$ cat config.mk
export PLATFORM = sky130hd
export DESIGN_NAME = i3c_target_top
export DESIGN_NICKNAME = d
export VERILOG_FILES = /design/src/common/i3c_target_pkg.sv /design/src/fsm/target_fsm.sv /design/src/source/addr_matcher.sv /design/src/source/i3c_target_top.sv /design/src/source/write_path.sv
export VERILOG_INCLUDE_DIRS = /design/src /design/src/common
export SDC_FILE = /design/constraint.sdc
export NUM_CORES = 1
export LEC_CHECK = 0
export ABC_AREA = 1
export ABC_CLOCK_PERIOD_IN_PS = 2500
export BUFFER_PORTS_ARGS = -buffer_cell sky130_fd_sc_hd__buf_2
export CORE_MARGIN = 10
export CORE_UTILIZATION = 45
export CTS_BUF_LIST = sky130_fd_sc_hd__clkbuf_2 sky130_fd_sc_hd__clkbuf_4 sky130_fd_sc_hd__clkbuf_8
export CTS_CLUSTER_DIAMETER = 40
export DETAILED_ROUTE_END_ITERATION = 16
export PLACE_DENSITY = 0.81
export SLEW_MARGIN = 20
export SYNTH_ARGS = -nofsm -noshare
export SYNTH_HDL_FRONTEND = slang
export SYNTH_HIERARCHICAL = 1
export SYNTH_SLANG_ARGS = --single-unit
$ cat constraint.sdc
create_clock -name clk_i -period 2.5 [get_ports clk_i]
set_clock_uncertainty 0.05 [all_clocks]
set_input_delay 0.25 -clock clk_i [delete_from_list [all_inputs] [get_ports clk_i]]
set_output_delay 0.25 -clock clk_i [all_outputs]
set_load 0.02 [all_outputs]
$ cat src/common/i3c_target_cfg.svh
/*
 * Width and address constants of the I3C target core
 * Bus byte width, target address width and the broadcast byte
 */
`ifndef I3C_TARGET_CFG_SVH
`define I3C_TARGET_CFG_SVH

// Width of one bus byte
`define I3C_BYTE_W 8

// Width of a 7-bit target address
`define I3C_ADDR_W 7

// Broadcast address 7'h7E followed by the write bit
`define I3C_BCAST_BYTE 8'hFC

`endif

$ cat src/common/i3c_target_pkg.sv
/*
 * Shared types of the I3C target core
 * Primary FSM state encoding and packed bus, config and match structs
 */
`include "i3c_target_cfg.svh"

package i3c_target_pkg;

  // Primary transfer states
  typedef enum logic [3:0] {
    Idle,
    RxFByte,
    CheckFByte,
    TxAckFByte,
    RxSByte,
    RxSByteRepeated,
    CheckSByte,
    TxAckSByte,
    RxPWriteData,
    RxPWriteTbit,
    TxPReadData,
    TxPReadTbit,
    Wait
  } state_e;

  // Strobes from the bus monitor
  typedef struct packed {
    logic start;
    logic rstart;
    logic stop;
  } bus_det_t;

  // Requests to the receive engine
  typedef struct packed {
    logic req_byte;
    logic req_bit;
  } bus_rx_req_t;

  // Receive engine answer, data valid with done
  typedef struct packed {
    logic                   done;
    logic [`I3C_BYTE_W-1:0] data;
  } bus_rx_rsp_t;

  // Requests to the transmit engine, bit transfers use value[0]
  typedef struct packed {
    logic                   req_byte;
    logic                   req_bit;
    logic [`I3C_BYTE_W-1:0] value;
  } bus_tx_req_t;

  // Static and dynamic target addresses
  typedef struct packed {
    logic [`I3C_ADDR_W-1:0] sta_addr;
    logic                   sta_valid;
    logic [`I3C_ADDR_W-1:0] dyn_addr;
    logic                   dyn_valid;
  } addr_cfg_t;

  // Decoded address byte
  typedef struct packed {
    logic own;
    logic bcast;
    logic rnw;
  } match_t;

endpackage

$ cat src/fsm/target_fsm.sv
/*
 * Primary transfer FSM of the I3C target
 * Address phase, broadcast second byte, private write and read loops
 * Bus engine requests are decoded from the current state
 */
`timescale 1ns/100ps
`include "i3c_target_cfg.svh"

module target_fsm (
  input  logic                        clk_i,
  input  logic                        rst_ni,
  input  logic                        target_enable_i,
  input  i3c_target_pkg::bus_det_t    bus_det_i,
  input  logic                        bus_rx_done_i,
  input  logic                        bus_tx_done_i,
  input  logic                        tx_fifo_rvalid_i,
  input  logic [`I3C_BYTE_W-1:0]      tx_fifo_rdata_i,
  input  i3c_target_pkg::match_t      match_i,
  output i3c_target_pkg::bus_rx_req_t bus_rx_req_o,
  output i3c_target_pkg::bus_tx_req_t bus_tx_req_o,
  output logic                        addr_load_o,
  output logic                        idle_o,
  output logic                        wr_enter_o,
  output logic                        tbit_done_o,
  output logic                        wr_leave_o,
  output logic                        tx_fifo_rready_o,
  output logic                        event_target_nack_o,
  output logic                        target_transmitting_o
);

  i3c_target_pkg::state_e state_q, state_d;

  // Start and repeated start are handled alike
  logic start;
  assign start = bus_det_i.start | bus_det_i.rstart;

  // Byte popped from the TX FIFO, sent in TxPReadData
  logic [`I3C_BYTE_W-1:0] tx_byte_q;

  // Set while in Wait, turns the NACK event into a pulse
  logic in_wait;
  logic nack_q;

  always_comb begin
    state_d = state_q;
    case (state_q)
      i3c_target_pkg::Idle: begin
        if (target_enable_i && start) begin
          state_d = i3c_target_pkg::RxFByte;
        end
      end
      i3c_target_pkg::RxFByte: begin
        if (bus_rx_done_i) begin
          state_d = i3c_target_pkg::CheckFByte;
        end
      end
      // Own address or broadcast gets an ACK
      i3c_target_pkg::CheckFByte: begin
        if (match_i.own || match_i.bcast) begin
          state_d = i3c_target_pkg::TxAckFByte;
        end else begin
          state_d = i3c_target_pkg::Wait;
        end
      end
      i3c_target_pkg::TxAckFByte: begin
        if (bus_tx_done_i) begin
          if (match_i.bcast) begin
            state_d = i3c_target_pkg::RxSByte;
          end else if (match_i.rnw) begin
            // Empty TX FIFO, nothing to send
            state_d = tx_fifo_rvalid_i ? i3c_target_pkg::TxPReadData : i3c_target_pkg::Wait;
          end else begin
            state_d = i3c_target_pkg::RxPWriteData;
          end
        end
      end
      // After broadcast only a repeated start is followed here
      i3c_target_pkg::RxSByte: begin
        if (start) begin
          state_d = i3c_target_pkg::RxSByteRepeated;
        end else if (bus_det_i.stop) begin
          state_d = i3c_target_pkg::Idle;
        end else if (bus_rx_done_i) begin
          state_d = i3c_target_pkg::Wait;
        end
      end
      i3c_target_pkg::RxSByteRepeated: begin
        if (bus_rx_done_i) begin
          state_d = i3c_target_pkg::CheckSByte;
        end
      end
      i3c_target_pkg::CheckSByte: begin
        state_d = match_i.own ? i3c_target_pkg::TxAckSByte : i3c_target_pkg::Wait;
      end
      i3c_target_pkg::TxAckSByte: begin
        if (bus_tx_done_i) begin
          if (!match_i.rnw) begin
            state_d = i3c_target_pkg::RxPWriteData;
          end else if (tx_fifo_rvalid_i) begin
            state_d = i3c_target_pkg::TxPReadData;
          end else begin
            state_d = i3c_target_pkg::Wait;
          end
        end
      end
      // Private write loop
      i3c_target_pkg::RxPWriteData: begin
        if (start) begin
          state_d = i3c_target_pkg::RxFByte;
        end else if (bus_det_i.stop) begin
          state_d = i3c_target_pkg::Idle;
        end else if (bus_rx_done_i) begin
          state_d = i3c_target_pkg::RxPWriteTbit;
        end
      end
      i3c_target_pkg::RxPWriteTbit: begin
        if (bus_rx_done_i) begin
          state_d = i3c_target_pkg::RxPWriteData;
        end
      end
      // Private read loop
      i3c_target_pkg::TxPReadData: begin
        if (start) begin
          state_d = i3c_target_pkg::RxFByte;
        end else if (bus_det_i.stop) begin
          state_d = i3c_target_pkg::Idle;
        end else if (bus_tx_done_i) begin
          state_d = i3c_target_pkg::TxPReadTbit;
        end
      end
      i3c_target_pkg::TxPReadTbit: begin
        if (bus_tx_done_i) begin
          state_d = tx_fifo_rvalid_i ? i3c_target_pkg::TxPReadData : i3c_target_pkg::Wait;
        end
      end
      // Not ours, hold off until repeated start or stop
      i3c_target_pkg::Wait: begin
        if (start) begin
          state_d = i3c_target_pkg::RxFByte;
        end else if (bus_det_i.stop) begin
          state_d = i3c_target_pkg::Idle;
        end
      end
      default: begin
        state_d = i3c_target_pkg::Idle;
      end
    endcase
  end

  always_ff @(posedge clk_i or negedge rst_ni) begin
    if (!rst_ni) begin
      state_q <= i3c_target_pkg::Idle;
      nack_q  <= 1'b0;
    end else begin
      state_q <= state_d;
      nack_q  <= in_wait;
    end
  end

  // Holds the popped byte for the whole byte transfer
  always_ff @(posedge clk_i) begin
    if (tx_fifo_rready_o) begin
      tx_byte_q <= tx_fifo_rdata_i;
    end
  end

  // Bus requests, ACK is a bit of 0 and read T-bit a bit of 1
  always_comb begin
    bus_rx_req_o = '0;
    bus_tx_req_o = '0;
    case (state_q)
      i3c_target_pkg::RxFByte,
      i3c_target_pkg::RxSByte,
      i3c_target_pkg::RxSByteRepeated,
      i3c_target_pkg::RxPWriteData: bus_rx_req_o.req_byte = 1'b1;
      i3c_target_pkg::RxPWriteTbit: bus_rx_req_o.req_bit = 1'b1;
      i3c_target_pkg::TxAckFByte,
      i3c_target_pkg::TxAckSByte: bus_tx_req_o.req_bit = 1'b1;
      i3c_target_pkg::TxPReadData: begin
        bus_tx_req_o.req_byte = 1'b1;
        bus_tx_req_o.value    = tx_byte_q;
      end
      i3c_target_pkg::TxPReadTbit: begin
        bus_tx_req_o.req_bit  = 1'b1;
        bus_tx_req_o.value[0] = 1'b1;
      end
      default: ;
    endcase
  end

  // Address byte done in one of the address states
  assign addr_load_o = bus_rx_done_i & (state_q inside {i3c_target_pkg::RxFByte,
                                                        i3c_target_pkg::RxSByte,
                                                        i3c_target_pkg::RxSByteRepeated});

  // Write loop markers
  assign wr_enter_o  = (state_d == i3c_target_pkg::RxPWriteData) &
                       (state_q != i3c_target_pkg::RxPWriteData);
  assign tbit_done_o = (state_q == i3c_target_pkg::RxPWriteTbit) & bus_rx_done_i;
  assign wr_leave_o  = (state_q == i3c_target_pkg::RxPWriteData) & (start | bus_det_i.stop);

  // Pop one byte per TxPReadData entry
  assign tx_fifo_rready_o = (state_d == i3c_target_pkg::TxPReadData) &
                            (state_q != i3c_target_pkg::TxPReadData);

  assign in_wait             = (state_q == i3c_target_pkg::Wait);
  assign event_target_nack_o = in_wait & ~nack_q;

  assign idle_o = (state_q == i3c_target_pkg::Idle);
  assign target_transmitting_o = state_q inside {i3c_target_pkg::TxAckFByte,
                                                 i3c_target_pkg::TxAckSByte,
                                                 i3c_target_pkg::TxPReadData,
                                                 i3c_target_pkg::TxPReadTbit};

endmodule

$ cat src/source/addr_matcher.sv
/*
 * Address byte latch and match logic
 * Dynamic address before static address, plus broadcast decode
 */
`timescale 1ns/100ps
`include "i3c_target_cfg.svh"

module addr_matcher (
  input  logic                      clk_i,
  input  logic                      rst_ni,
  input  logic                      addr_load_i,
  input  logic                      idle_i,
  input  logic [`I3C_BYTE_W-1:0]    rx_data_i,
  input  i3c_target_pkg::addr_cfg_t addr_cfg_i,
  output i3c_target_pkg::match_t    match_o
);

  // Latched address and read/not-write bit
  logic [`I3C_ADDR_W-1:0] addr_q;
  logic                   rnw_q;

  always_ff @(posedge clk_i or negedge rst_ni) begin
    if (!rst_ni) begin
      addr_q <= '0;
      rnw_q  <= 1'b0;
    end else if (addr_load_i) begin
      addr_q <= rx_data_i[`I3C_BYTE_W-1:1];
      rnw_q  <= rx_data_i[0];
    end else if (idle_i) begin
      addr_q <= '0;
      rnw_q  <= 1'b0;
    end
  end

  always_comb begin
    // A valid dynamic address hides the static one
    if (addr_cfg_i.dyn_valid) begin
      match_o.own = (addr_cfg_i.dyn_addr == addr_q);
    end else if (addr_cfg_i.sta_valid) begin
      match_o.own = (addr_cfg_i.sta_addr == addr_q);
    end else begin
      match_o.own = 1'b0;
    end
    // Broadcast is 7'h7E with write only
    match_o.bcast = ({addr_q, rnw_q} == `I3C_BCAST_BYTE);
    match_o.rnw   = rnw_q;
  end

endmodule

$ cat src/source/i3c_target_top.sv
/*
 * Transfer-level core of an I3C target
 * Connects the primary FSM, the address matcher and the write path
 */
`timescale 1ns/100ps
`include "i3c_target_cfg.svh"

module i3c_target_top (
  input  logic                        clk_i,
  input  logic                        rst_ni,
  input  logic                        target_enable_i,
  input  i3c_target_pkg::addr_cfg_t   addr_cfg_i,
  input  i3c_target_pkg::bus_det_t    bus_det_i,
  input  i3c_target_pkg::bus_rx_rsp_t bus_rx_rsp_i,
  input  logic                        bus_tx_done_i,
  input  logic                        tx_fifo_rvalid_i,
  input  logic [`I3C_BYTE_W-1:0]      tx_fifo_rdata_i,
  input  logic                        rx_fifo_wready_i,
  output i3c_target_pkg::bus_rx_req_t bus_rx_req_o,
  output i3c_target_pkg::bus_tx_req_t bus_tx_req_o,
  output logic                        tx_fifo_rready_o,
  output logic                        rx_fifo_wvalid_o,
  output logic [`I3C_BYTE_W-1:0]      rx_fifo_wdata_o,
  output logic                        rx_last_byte_o,
  output logic                        parity_err_o,
  output logic                        rx_overflow_err_o,
  output logic                        event_target_nack_o,
  output logic                        target_idle_o,
  output logic                        target_transmitting_o
);

  // Address byte completion and decode result
  logic                   addr_load;
  i3c_target_pkg::match_t match;

  // Write loop markers towards the write path
  logic wr_enter;
  logic tbit_done;
  logic wr_leave;

  // Primary state machine, its idle flag also clears the side blocks
  target_fsm i_target_fsm (
    .clk_i                 (clk_i),
    .rst_ni                (rst_ni),
    .target_enable_i       (target_enable_i),
    .bus_det_i             (bus_det_i),
    .bus_rx_done_i         (bus_rx_rsp_i.done),
    .bus_tx_done_i         (bus_tx_done_i),
    .tx_fifo_rvalid_i      (tx_fifo_rvalid_i),
    .tx_fifo_rdata_i       (tx_fifo_rdata_i),
    .match_i               (match),
    .bus_rx_req_o          (bus_rx_req_o),
    .bus_tx_req_o          (bus_tx_req_o),
    .addr_load_o           (addr_load),
    .idle_o                (target_idle_o),
    .wr_enter_o            (wr_enter),
    .tbit_done_o           (tbit_done),
    .wr_leave_o            (wr_leave),
    .tx_fifo_rready_o      (tx_fifo_rready_o),
    .event_target_nack_o   (event_target_nack_o),
    .target_transmitting_o (target_transmitting_o)
  );

  addr_matcher i_addr_matcher (
    .clk_i       (clk_i),
    .rst_ni      (rst_ni),
    .addr_load_i (addr_load),
    .idle_i      (target_idle_o),
    .rx_data_i   (bus_rx_rsp_i.data),
    .addr_cfg_i  (addr_cfg_i),
    .match_o     (match)
  );

  // Start and repeated start both reset the overflow block
  write_path i_write_path (
    .clk_i             (clk_i),
    .rst_ni            (rst_ni),
    .rx_req_byte_i     (bus_rx_req_o.req_byte),
    .rx_rsp_i          (bus_rx_rsp_i),
    .idle_i            (target_idle_o),
    .start_i           (bus_det_i.start | bus_det_i.rstart),
    .wr_enter_i        (wr_enter),
    .tbit_done_i       (tbit_done),
    .wr_leave_i        (wr_leave),
    .rx_fifo_wready_i  (rx_fifo_wready_i),
    .rx_fifo_wvalid_o  (rx_fifo_wvalid_o),
    .rx_fifo_wdata_o   (rx_fifo_wdata_o),
    .rx_last_byte_o    (rx_last_byte_o),
    .parity_err_o      (parity_err_o),
    .rx_overflow_err_o (rx_overflow_err_o)
  );

endmodule

$ cat src/source/write_path.sv
/*
 * Private write data path
 * Received byte register, odd parity check, error latches, RX FIFO strobes
 */
`timescale 1ns/100ps
`include "i3c_target_cfg.svh"

module write_path (
  input  logic                        clk_i,
  input  logic                        rst_ni,
  input  logic                        rx_req_byte_i,
  input  i3c_target_pkg::bus_rx_rsp_t rx_rsp_i,
  input  logic                        idle_i,
  input  logic                        start_i,
  input  logic                        wr_enter_i,
  input  logic                        tbit_done_i,
  input  logic                        wr_leave_i,
  input  logic                        rx_fifo_wready_i,
  output logic                        rx_fifo_wvalid_o,
  output logic [`I3C_BYTE_W-1:0]      rx_fifo_wdata_o,
  output logic                        rx_last_byte_o,
  output logic                        parity_err_o,
  output logic                        rx_overflow_err_o
);

  // Last completed byte on the bus
  logic [`I3C_BYTE_W-1:0] byte_q;

  // Expected T-bit and mismatch in the T-bit cycle
  logic exp_tbit;
  logic parity_fail;

  // Sticky errors
  logic parity_err_q;
  logic ovf_q;
  // Delayed overflow flag for the edge pulse
  logic ovf_d_q;

  always_ff @(posedge clk_i) begin
    if (rx_req_byte_i && rx_rsp_i.done) begin
      byte_q <= rx_rsp_i.data;
    end
  end

  // Odd parity over byte and T-bit
  assign exp_tbit    = ~^byte_q;
  assign parity_fail = tbit_done_i & (rx_rsp_i.data[0] != exp_tbit);

  always_ff @(posedge clk_i or negedge rst_ni) begin
    if (!rst_ni) begin
      parity_err_q <= 1'b0;
    end else if (parity_fail) begin
      parity_err_q <= 1'b1;
    end else if (idle_i) begin
      parity_err_q <= 1'b0;
    end
  end

  // FIFO full when a byte is about to be received
  always_ff @(posedge clk_i or negedge rst_ni) begin
    if (!rst_ni) begin
      ovf_q   <= 1'b0;
      ovf_d_q <= 1'b0;
    end else begin
      ovf_d_q <= ovf_q;
      if (wr_enter_i && !rx_fifo_wready_i) begin
        ovf_q <= 1'b1;
      end else if (idle_i || start_i) begin
        ovf_q <= 1'b0;
      end
    end
  end

  assign parity_err_o      = parity_fail;
  assign rx_overflow_err_o = ovf_q & ~ovf_d_q;

  // Checked bytes only, nothing while an error is held
  assign rx_fifo_wvalid_o = tbit_done_i & ~parity_fail & ~parity_err_q & ~ovf_q;
  assign rx_fifo_wdata_o  = byte_q;

  // Write loop closed by start or stop
  assign rx_last_byte_o = wr_leave_i;

endmodule
* Yosys cells after proc, flatten, opt, wreduce, memory -nomap -nowiden
Cells that the tools add are included.
Operators by class: equality and inequality tests 20, muxes and demuxes 39, bitwise gates (word level) 18, reductions and logical operators 15
Operators with widths (number):
- 4-bit two-way mux | 22
- 4-bit one-hot mux with 13 select lines | 1
- 4-bit == test, second input constant | 7
- 7-bit two-way mux | 3
- 4-bit by 3-bit == test with 1-bit output, second input constant | 4
- 7-bit == test | 2
- 1-bit AND | 11
- 1-bit two-way mux | 11
- 4-bit by 2-bit == test with 1-bit output, second input constant | 2
- 8-bit == test, second input constant | 1
- 4-bit != test, second input constant | 2
- 8-bit XNOR reduction | 1
- 2-bit nonzero test | 3
- 1-bit NOT | 5
- 4-bit by 1-bit == test with 1-bit output, second input constant | 1
- 4-bit zero test | 1
- 4-bit nonzero test | 1
- 4-bit OR reduction | 1
- 1-bit logical AND | 3
- 3-bit two-way mux | 1
- 3-bit nonzero test | 1
- 3-bit OR reduction | 1
- 1-bit logical OR | 2
- 1-bit bitwise OR | 2
- 3 further kinds | 3
Word-level totals: register bits after elaboration 32, input bits 42, output and inout bits 28, logic and storage cells 101

* Depth between registers and ports, before layout
Gate-level depths: netlist of the first run.
depth in word-level cells 10, depth in mapped cells 19

* Hierarchy
Netlist of the first run, hierarchy kept.
By module, submodules not included:
- target_fsm | instances 1, cells each 161, area an instance 989.7 sq um, seq. area each 365.4 sq um
- addr_matcher | instances 1, cells each 103, area an instance 641.9 sq um, seq. area each 200.2 sq um
- write_path | instances 1, cells each 51, area an instance 503.0 sq um, seq. area each 315.3 sq um
- i3c_target_top | instances 1, cells each 3, area an instance 11.3 sq um, seq. area each 0.0 sq um

* Worst setup path after synthesis of the first run
No wires, ideal clock.
path kind register to register, start point reg i_addr_matcher.addr_q[0], end point reg i_target_fsm.tx_byte_q[0] (enable), data arrival time 2007 ps, required time 2066 ps, path slack 59 ps, cell stages (with the launch flop) 18, path buffers 0, path through dfrtp_1 > inv_1 > nand2_1 > nand2_1 > inv_1 > nand2_1 > nor2_1 > nand2_1 > nand2_1 > inv_1 > nand2_1 > nand3_1 > nand2_1 > nor2_1 > nand2_1 > nor2_1 > nand2_1 > nor2_1
RTL lines:
- start, declared | line addr_matcher.sv:19 | logic [`I3C_ADDR_W-1:0] addr_q;
- start signal, assigned | line addr_matcher.sv:27 | addr_q <= rx_data_i[`I3C_BYTE_W-1:1];
- end signal, assigned | line target_fsm.sv:163 | tx_byte_q <= tx_fifo_rdata_i;
- end, declared | line target_fsm.sv:38 | logic [`I3C_BYTE_W-1:0] tx_byte_q;

==> results of run 1 <==
[synth_stat cells]
| master | n |
|---|---|
| buf_2 | 1 |
| nand4_1 | 4 |
| o211a_1 | 1 |
| nor2_4 | 1 |
| o211ai_1 | 2 |
| nand3_1 | 15 |
| nor3_1 | 2 |
| xor2_1 | 3 |
| nand2_4 | 1 |
| nor2_1 | 51 |
| o32ai_1 | 1 |
| a21oi_1 | 4 |
| xnor2_1 | 5 |
| edfxtp_1 | 16 |
| o21ai_0 | 7 |
| dfrtp_1 | 16 |
| nand2_1 | 110 |
| inv_1 | 62 |
| nand2_2 | 1 |
| buf_4 | 3 |
| or2_1 | 1 |
| o21ai_2 | 8 |
| buf_6 | 2 |
| inv_2 | 1 |
[registers in the layout, indices dropped and copies added, names as in the netlist]
| name | count |
|---|---|
| i_addr_matcher/rnw_q | 1 |
| i_write_path/parity_err_q | 1 |
| i_target_fsm/tx_byte_q | 8 |
| i_write_path/ovf_d_q | 1 |
| i_target_fsm/nack_q | 1 |
| i_write_path/ovf_q | 1 |
| i_write_path/rx_fifo_wdata_o | 8 |
| i_addr_matcher/addr_q | 7 |
| i_target_fsm/state_q | 4 |
[layer usage]
layer / wire length (um) / track usage [%]
met1: 2390 / 16.7
met2: 2890 / 25.4
met3: 441 / 4.83
met4: 111 / 5.35
met5: 0 / 0
[cells by family (layout without fill, tap and decap cells)]
group / Yosys count / count (layout) / share of synthesized area (%)
AOI/OAI and AO/OA: 23 / 23 / 7.41
xor gates and xnor gates: 8 / 8 / 3.27
buffers and inverters: 69 / 146 / 13.4
DFF: 32 / 32 / 41.0
and+or+nand+nor: 186 / 186 / 34.9
[layout make-up]
cell class              instances  area [sq um]  area share [%]
inverters                      63           236            8.76
multi-input cells             217          1010            37.3
well taps                      54          67.6            2.50
flip-flops and latches         32           882            32.7
repair buffers                 75           399            14.8
clock buffers                   5          68.8            2.55
clock inverters                 3          37.5            1.39
[repair_timing]
| item | CTS | global route |
|---|---|---|
| setup endpoints to repair | 1 | 1 |
| hold buffers | 1 | 0 |
| pin swaps | 0 | 4 |
| gates resized for setup | 2 | 17 |
| buffers inserted | 0 | 3 |
| hold endpoints to repair | 16 | 0 |
[power groups by stage]
stage / clock network [mW] / logic (mW) / registers, mW
after floorplan: 0 / 0.975 / 0.886
after global placement: 0 / 1.28 / 0.880
after detailed placement: 0 / 1.29 / 0.885
after CTS: 0.485 / 1.31 / 0.875
after global routing: 0.514 / 1.56 / 0.918
final: 0.471 / 1.39 / 0.894
[worst min-delay path by stage]
stage | to | slack [ns] | cells past startpoint
global route | i_target_fsm/tx_byte_q[3] | 0.08 | 1
global placement | i_addr_matcher/addr_q[3] | 0.14 | 1
detailed placement | i_addr_matcher/addr_q[2] | 0.14 | 1
finish | i_target_fsm/tx_byte_q[3] | 0.09 | 1
floorplan | i_addr_matcher/addr_q[0] | -0.1 | 0
CTS | i_target_fsm/tx_byte_q[3] | 0.09 | 1
[per-stage QoR]
stage | util, % | TNS [ns] | setup slack [ns] | area, sq um
after floorplan | - | 0 | 0.0587 | 2150
after global placement | 54.1 | 0 | 0.355 | 2520
after detailed placement | 54.1 | 0 | 0.264 | 2520
after CTS | 56.8 | 0 | 0.000741 | 2650
after global routing | 57.9 | -0.000298 | -0.000298 | 2700
final | 57.9 | 0 | 0.139 | 2700
==> summary.txt, run 1 <==
Outcome
  – Status: complete, no violations

Synthesis
  – Post-Syn Instances: 318
  – Share of the synthesized area in the top cell type: 22.4%
  – Cell variety after synth: 24
  – Yosys reg bits: 32
  – Seq/Total Area, Yosys: 41.0%
  – Synth Warn #: 6
  – Avg Cell Area, Syn: 6.75 sq um
  – Mapped Nets: 360
  – Synth area leaders: edfxtp_1, nand2_1, dfrtp_1
  – Mapped Area: 2150 sq um
  – Largest area contributor in the netlist: edfxtp_1

STA
  – Normalized max-slew margin: 67.1%
  – Fmax: 424 MHz
  – Final Hold Fails: 0
  – WHS: 0.0919 ns
  – Fin crit period: 2.36 ns
  – Worst slew pin tran: 0.492 ns
  – Fin crit share: 94.4%
  – Final Max Tran Viols: 0
  – Final setup vio count: 0

Cells and area
  – Layout Cells excl Fill: 449
  – Antenna diodes: 0
  – Commonest non-fill, non-tap cells in the layout: nand2_1, buf_2, inv_1, nor2_1, edfxtp_1
  – Fill count: 438
  – Fin nets: 436
  – Most common cell after layout, fill and taps aside: nand2_1
  – Area Growth Syn to Fin: 25.8%
  – Share of cells above drive strength 1: 27.6%

Setup path
  – Max stage delay on crit path: 0.45 ns
  – Register-to-register setup slack: 0.32 ns
  – Crit-path cells: xnor2_2, nand2_1, nor2_1, nand2_1, nand2_2, inv_2, nand4_1, nand4_1, nor2_2, nand2_1, nor2_2, buf_6
  – CP Max Fanout: 4
  – R2R Path Start: i_addr_matcher/addr_q[1]
  – Critical path origin: i_addr_matcher/addr_q[1]
  – Worst path top cell family by delay: simple AND/OR/NAND/NOR gates
  – Critical path depth: 12
  – Critical path data arrival time: 2.06 ns
  – Crit path launch type: flip-flop
  – CP endpoint kind: primary output
  – Buffers and inverters on the worst path: 2
  – Worst r2r path cells: 12
  – Worst Setup EP: tx_fifo_rready_o
  – Critical path type: reg2out
  – Critical path required time: 2.20 ns
  – Worst reg2reg path endpoint: i_target_fsm/tx_byte_q[7]
  – Critical Path Most Common Cell: nand2_1
  – Critical path's slowest cell: dfrtp_2

Global routing
  – Total gr overflow: 0
  – Antenna violations before repair: 0
  – First-pass GRT wire length: 9170 um
  – Vias in the first global route: 2,064
  – Largest net degree at the start of global routing: 17
  – GRT Total Usage: 14.8%

Placement
  – Port Buffers: 69
  – Routability cong.: 0.969
  – Placed Cells: 437
  – HPWL after detailed placement: 4800 um

Worst hold path
  – Tightest Hold Check Type: in2reg
  – Worst Hold Launch: tx_fifo_rdata_i[3]

Power
  – Clock share of power: 17.1%
  – Cell Int Power: 1.51 mW
  – Part of the power in registers: 32.4%
  – Gate power share: 50.5%
  – Pwr Density: 1020 nW/um^2
  – Total power: 2.76 mW
  – Max IR drop VDD: 819 uV
  – Sw power: 1.25 mW
  – P_leak: 1.55 nW
  – Net Sw Frac: 45.4%

Clock tree
  – Max H-tree Level: 2
  – Worst-skew pair later-pin latency: 0.28 ns
  – CTS sink cnt: 32
  – Max clock buf depth: 2
  – CTS tree: done
  – Root buffer cell: clkbuf_8
  – Clk slew on worst S/H paths: 0.07 ns
  – TritonCTS Buffers: 5

Detailed routing
  – Total wire length: 5830 um
  – Vias per cell: 4.82
  – Drt first pass iters: 5
  – 1st-iter DRT viols: 253
  – Number of routed nets with antenna violations: 0
  – Vias: 2,164
  – Avg WL per Cell: 13.0 um
  – DR DRC count: 0

Floorplanning
  – Row count: 25
  – Core box area: 4660 sq um
  – Die span in x: 89.1 um
  – Initial Util: 46.0%
  – Die height: 89.1 um
  – Die ar.: 7930 sq um
  – Io pins: 70

Run
  – Max cap viols: 0
Note: power is estimated with default switching activity, not from simulation.
==> run 2: changes to the inputs <==
Settings changed: ABC_CLOCK_PERIOD_IN_PS 2500 to 2900, MAX_ROUTING_LAYER set to met4.
Clock period 2.5 ns to 2.9 ns, I/O delays scaled along.
==> run 2 against run 1 <==
Against the previous run: critical path depth up 7; wire length grew 1.6%; clock-buffer cell count up 1; clock power is 27% lower; critical path type unchanged; via count grew 0.23%; largest cell class unchanged; global-route usage increased by 1.1 points.
==> summary.txt, run 2 (synthesis results as in run 1) <==
Outcome
  – Status: complete, no violations

Detailed routing
  – Number of routed nets with antenna violations: 0
  – Vias: 2,169
  – Total wire length: 5920 um
  – 1st-iter DRT viols: 195
  – DR DRC count: 0
  – Vias per cell: 4.86
  – Drt first pass iters: 4
  – Avg WL per Cell: 13.3 um

STA
  – Final Hold Fails: 0
  – RSZ-0062 raised after global routing: no
  – Setup TNS: 0 ns
  – Fin crit period: 2.63 ns
  – Setup ws final: 0.270 ns
  – WHS: 0.132 ns
  – Final Max Tran Viols: 0
  – Fin crit share: 90.7%
  – Final setup vio count: 0
  – Worst slew pin tran: 0.480 ns
  – Fmax: 380 MHz
  – Normalized max-slew margin: 67.9%

Cells and area
  – Most common cell after layout, fill and taps aside: nand2_1
  – Area Growth Syn to Fin: 22.6%
  – Fin nets: 433
  – Share of cells above drive strength 1: 23.5%
  – Commonest non-fill, non-tap cells in the layout: nand2_1, buf_2, inv_1, nor2_1
  – Fill count: 451
  – Antenna diodes: 0

Floorplanning
  – Row count: 25
  – Die height: 89.1 um
  – Die span in x: 89.1 um
  – Die ar.: 7930 sq um
  – Initial Util: 46.0%
  – Io pins: 70
  – Core box area: 4660 sq um

Global routing
  – GRT Total Usage: 15.9%
  – Total gr overflow: 0
  – Largest net degree at the start of global routing: 17
  – Antenna violations before repair: 0
  – First-pass GRT wire length: 9600 um
  – Vias in the first global route: 2,168

Clock tree
  – Worst-skew pair later-pin latency: 0.28 ns
  – CTS sink cnt: 32
  – Max clock buf depth: 2
  – TritonCTS Buffers: 5
  – CTS tree: done
  – Root buffer cell: clkbuf_8
  – Clk slew on worst S/H paths: 0.07 ns
  – Max H-tree Level: 2

Power
  – Max IR drop VDD: 411 uV
  – Pwr Density: 851 nW/um^2
  – P_leak: 1.52 nW

Setup path
  – Crit path launch type: flip-flop
  – CP Max Fanout: 9
  – Critical path data arrival time: 2.29 ns
  – Critical path required time: 2.56 ns
  – CP endpoint kind: primary output
  – Critical path type: reg2out

Placement
  – Place WS: 0.539 ns
  – HPWL after detailed placement: 4950 um
  – Port Buffers: 69
  – Routability cong.: 0.965

Run
  – Max cap viols: 0

Worst hold path
  – Tightest Hold Check Type: in2reg
## run 2: stage by stage
step                area (sq um)  total power [mW]  utilization (%)  cells
floorplan                   2150              1.60                -    318
global placement            2520              1.86             54.1    437
detailed placement          2520              1.89             54.1    437
CTS                         2620              2.24             56.3    446
global route                2630              2.44             56.4    446
finish                      2630              2.24             56.4    446
## run 2: final cells by class
class	count	area, sq um	share of cell area [%]
clock buffer	6	76.3	2.90
clock inverter	2	12.5	0.476
inverter	63	236	8.99
multi-input combinational	217	986	37.5
sequential	32	881	33.5
tap	54	67.6	2.57
timing repair buffer	72	370	14.1
## run 2: routing by layer
layer	up-vias	share of wire [%]	GRT usage (%)
met4	0	2.5	7.66
met3	11	6.6	2.64
met1	972	42	18.1
met2	80	49	26.6
met5	-	0	-
li1	1106	-	-
## run 2: timing repair
action	4_1_cts	5_1_grt
setup endpoints to repair	0	1
resized for setup	0	2
setup buffers	0	0
hold buffers	1	0
endpoints found under the hold margin	16	0
## run 2: report_power, final
part	internal [mW]	switching (mW)	leakage, nW
combinational	0.375	0.763	1.12
clock	0.177	0.169	0.0446
sequential	0.624	0.132	0.359
total	1.18	1.06	1.52
## run 2: worst paths after layout
path                                               start                        end  slack (ns)  cells after the start
worst max-delay path            i_addr_matcher/addr_q[0]           tx_fifo_rready_o        0.27                     19
worst min-delay path                  tx_fifo_rdata_i[6]  i_target_fsm/tx_byte_q[6]        0.13                      1
worst max register to register  i_addr_matcher/addr_q[0]  i_target_fsm/tx_byte_q[1]        0.74                     18
worst min register to register        i_write_path/ovf_q       i_write_path/ovf_d_q        0.36                      0
max in group asynchronous                         rst_ni    i_target_fsm/state_q[3]        2.10                      2
min in group asynchronous                         rst_ni       i_write_path/ovf_d_q        0.41                      2
## run 2: worst max-delay path: stages (launching register included)
cell and delay [ns]:
dfrtp_1 0.39, inv_1 0.13, nand2_1 0.06, nand2_1 0.05, inv_1 0.04, nand2_1 0.05, nor2_1 0.03, nand2_1 0.06
nand2_1 0.06, inv_1 0.09, nand2_1 0.06, nand3_1 0.10, nand2_1 0.06, nor2_1 0.09, nand2_1 0.08, nor2_4 0.14
nand2_1 0.07, nor2_1 0.08, buf_4 0.18, buf_2 0.18
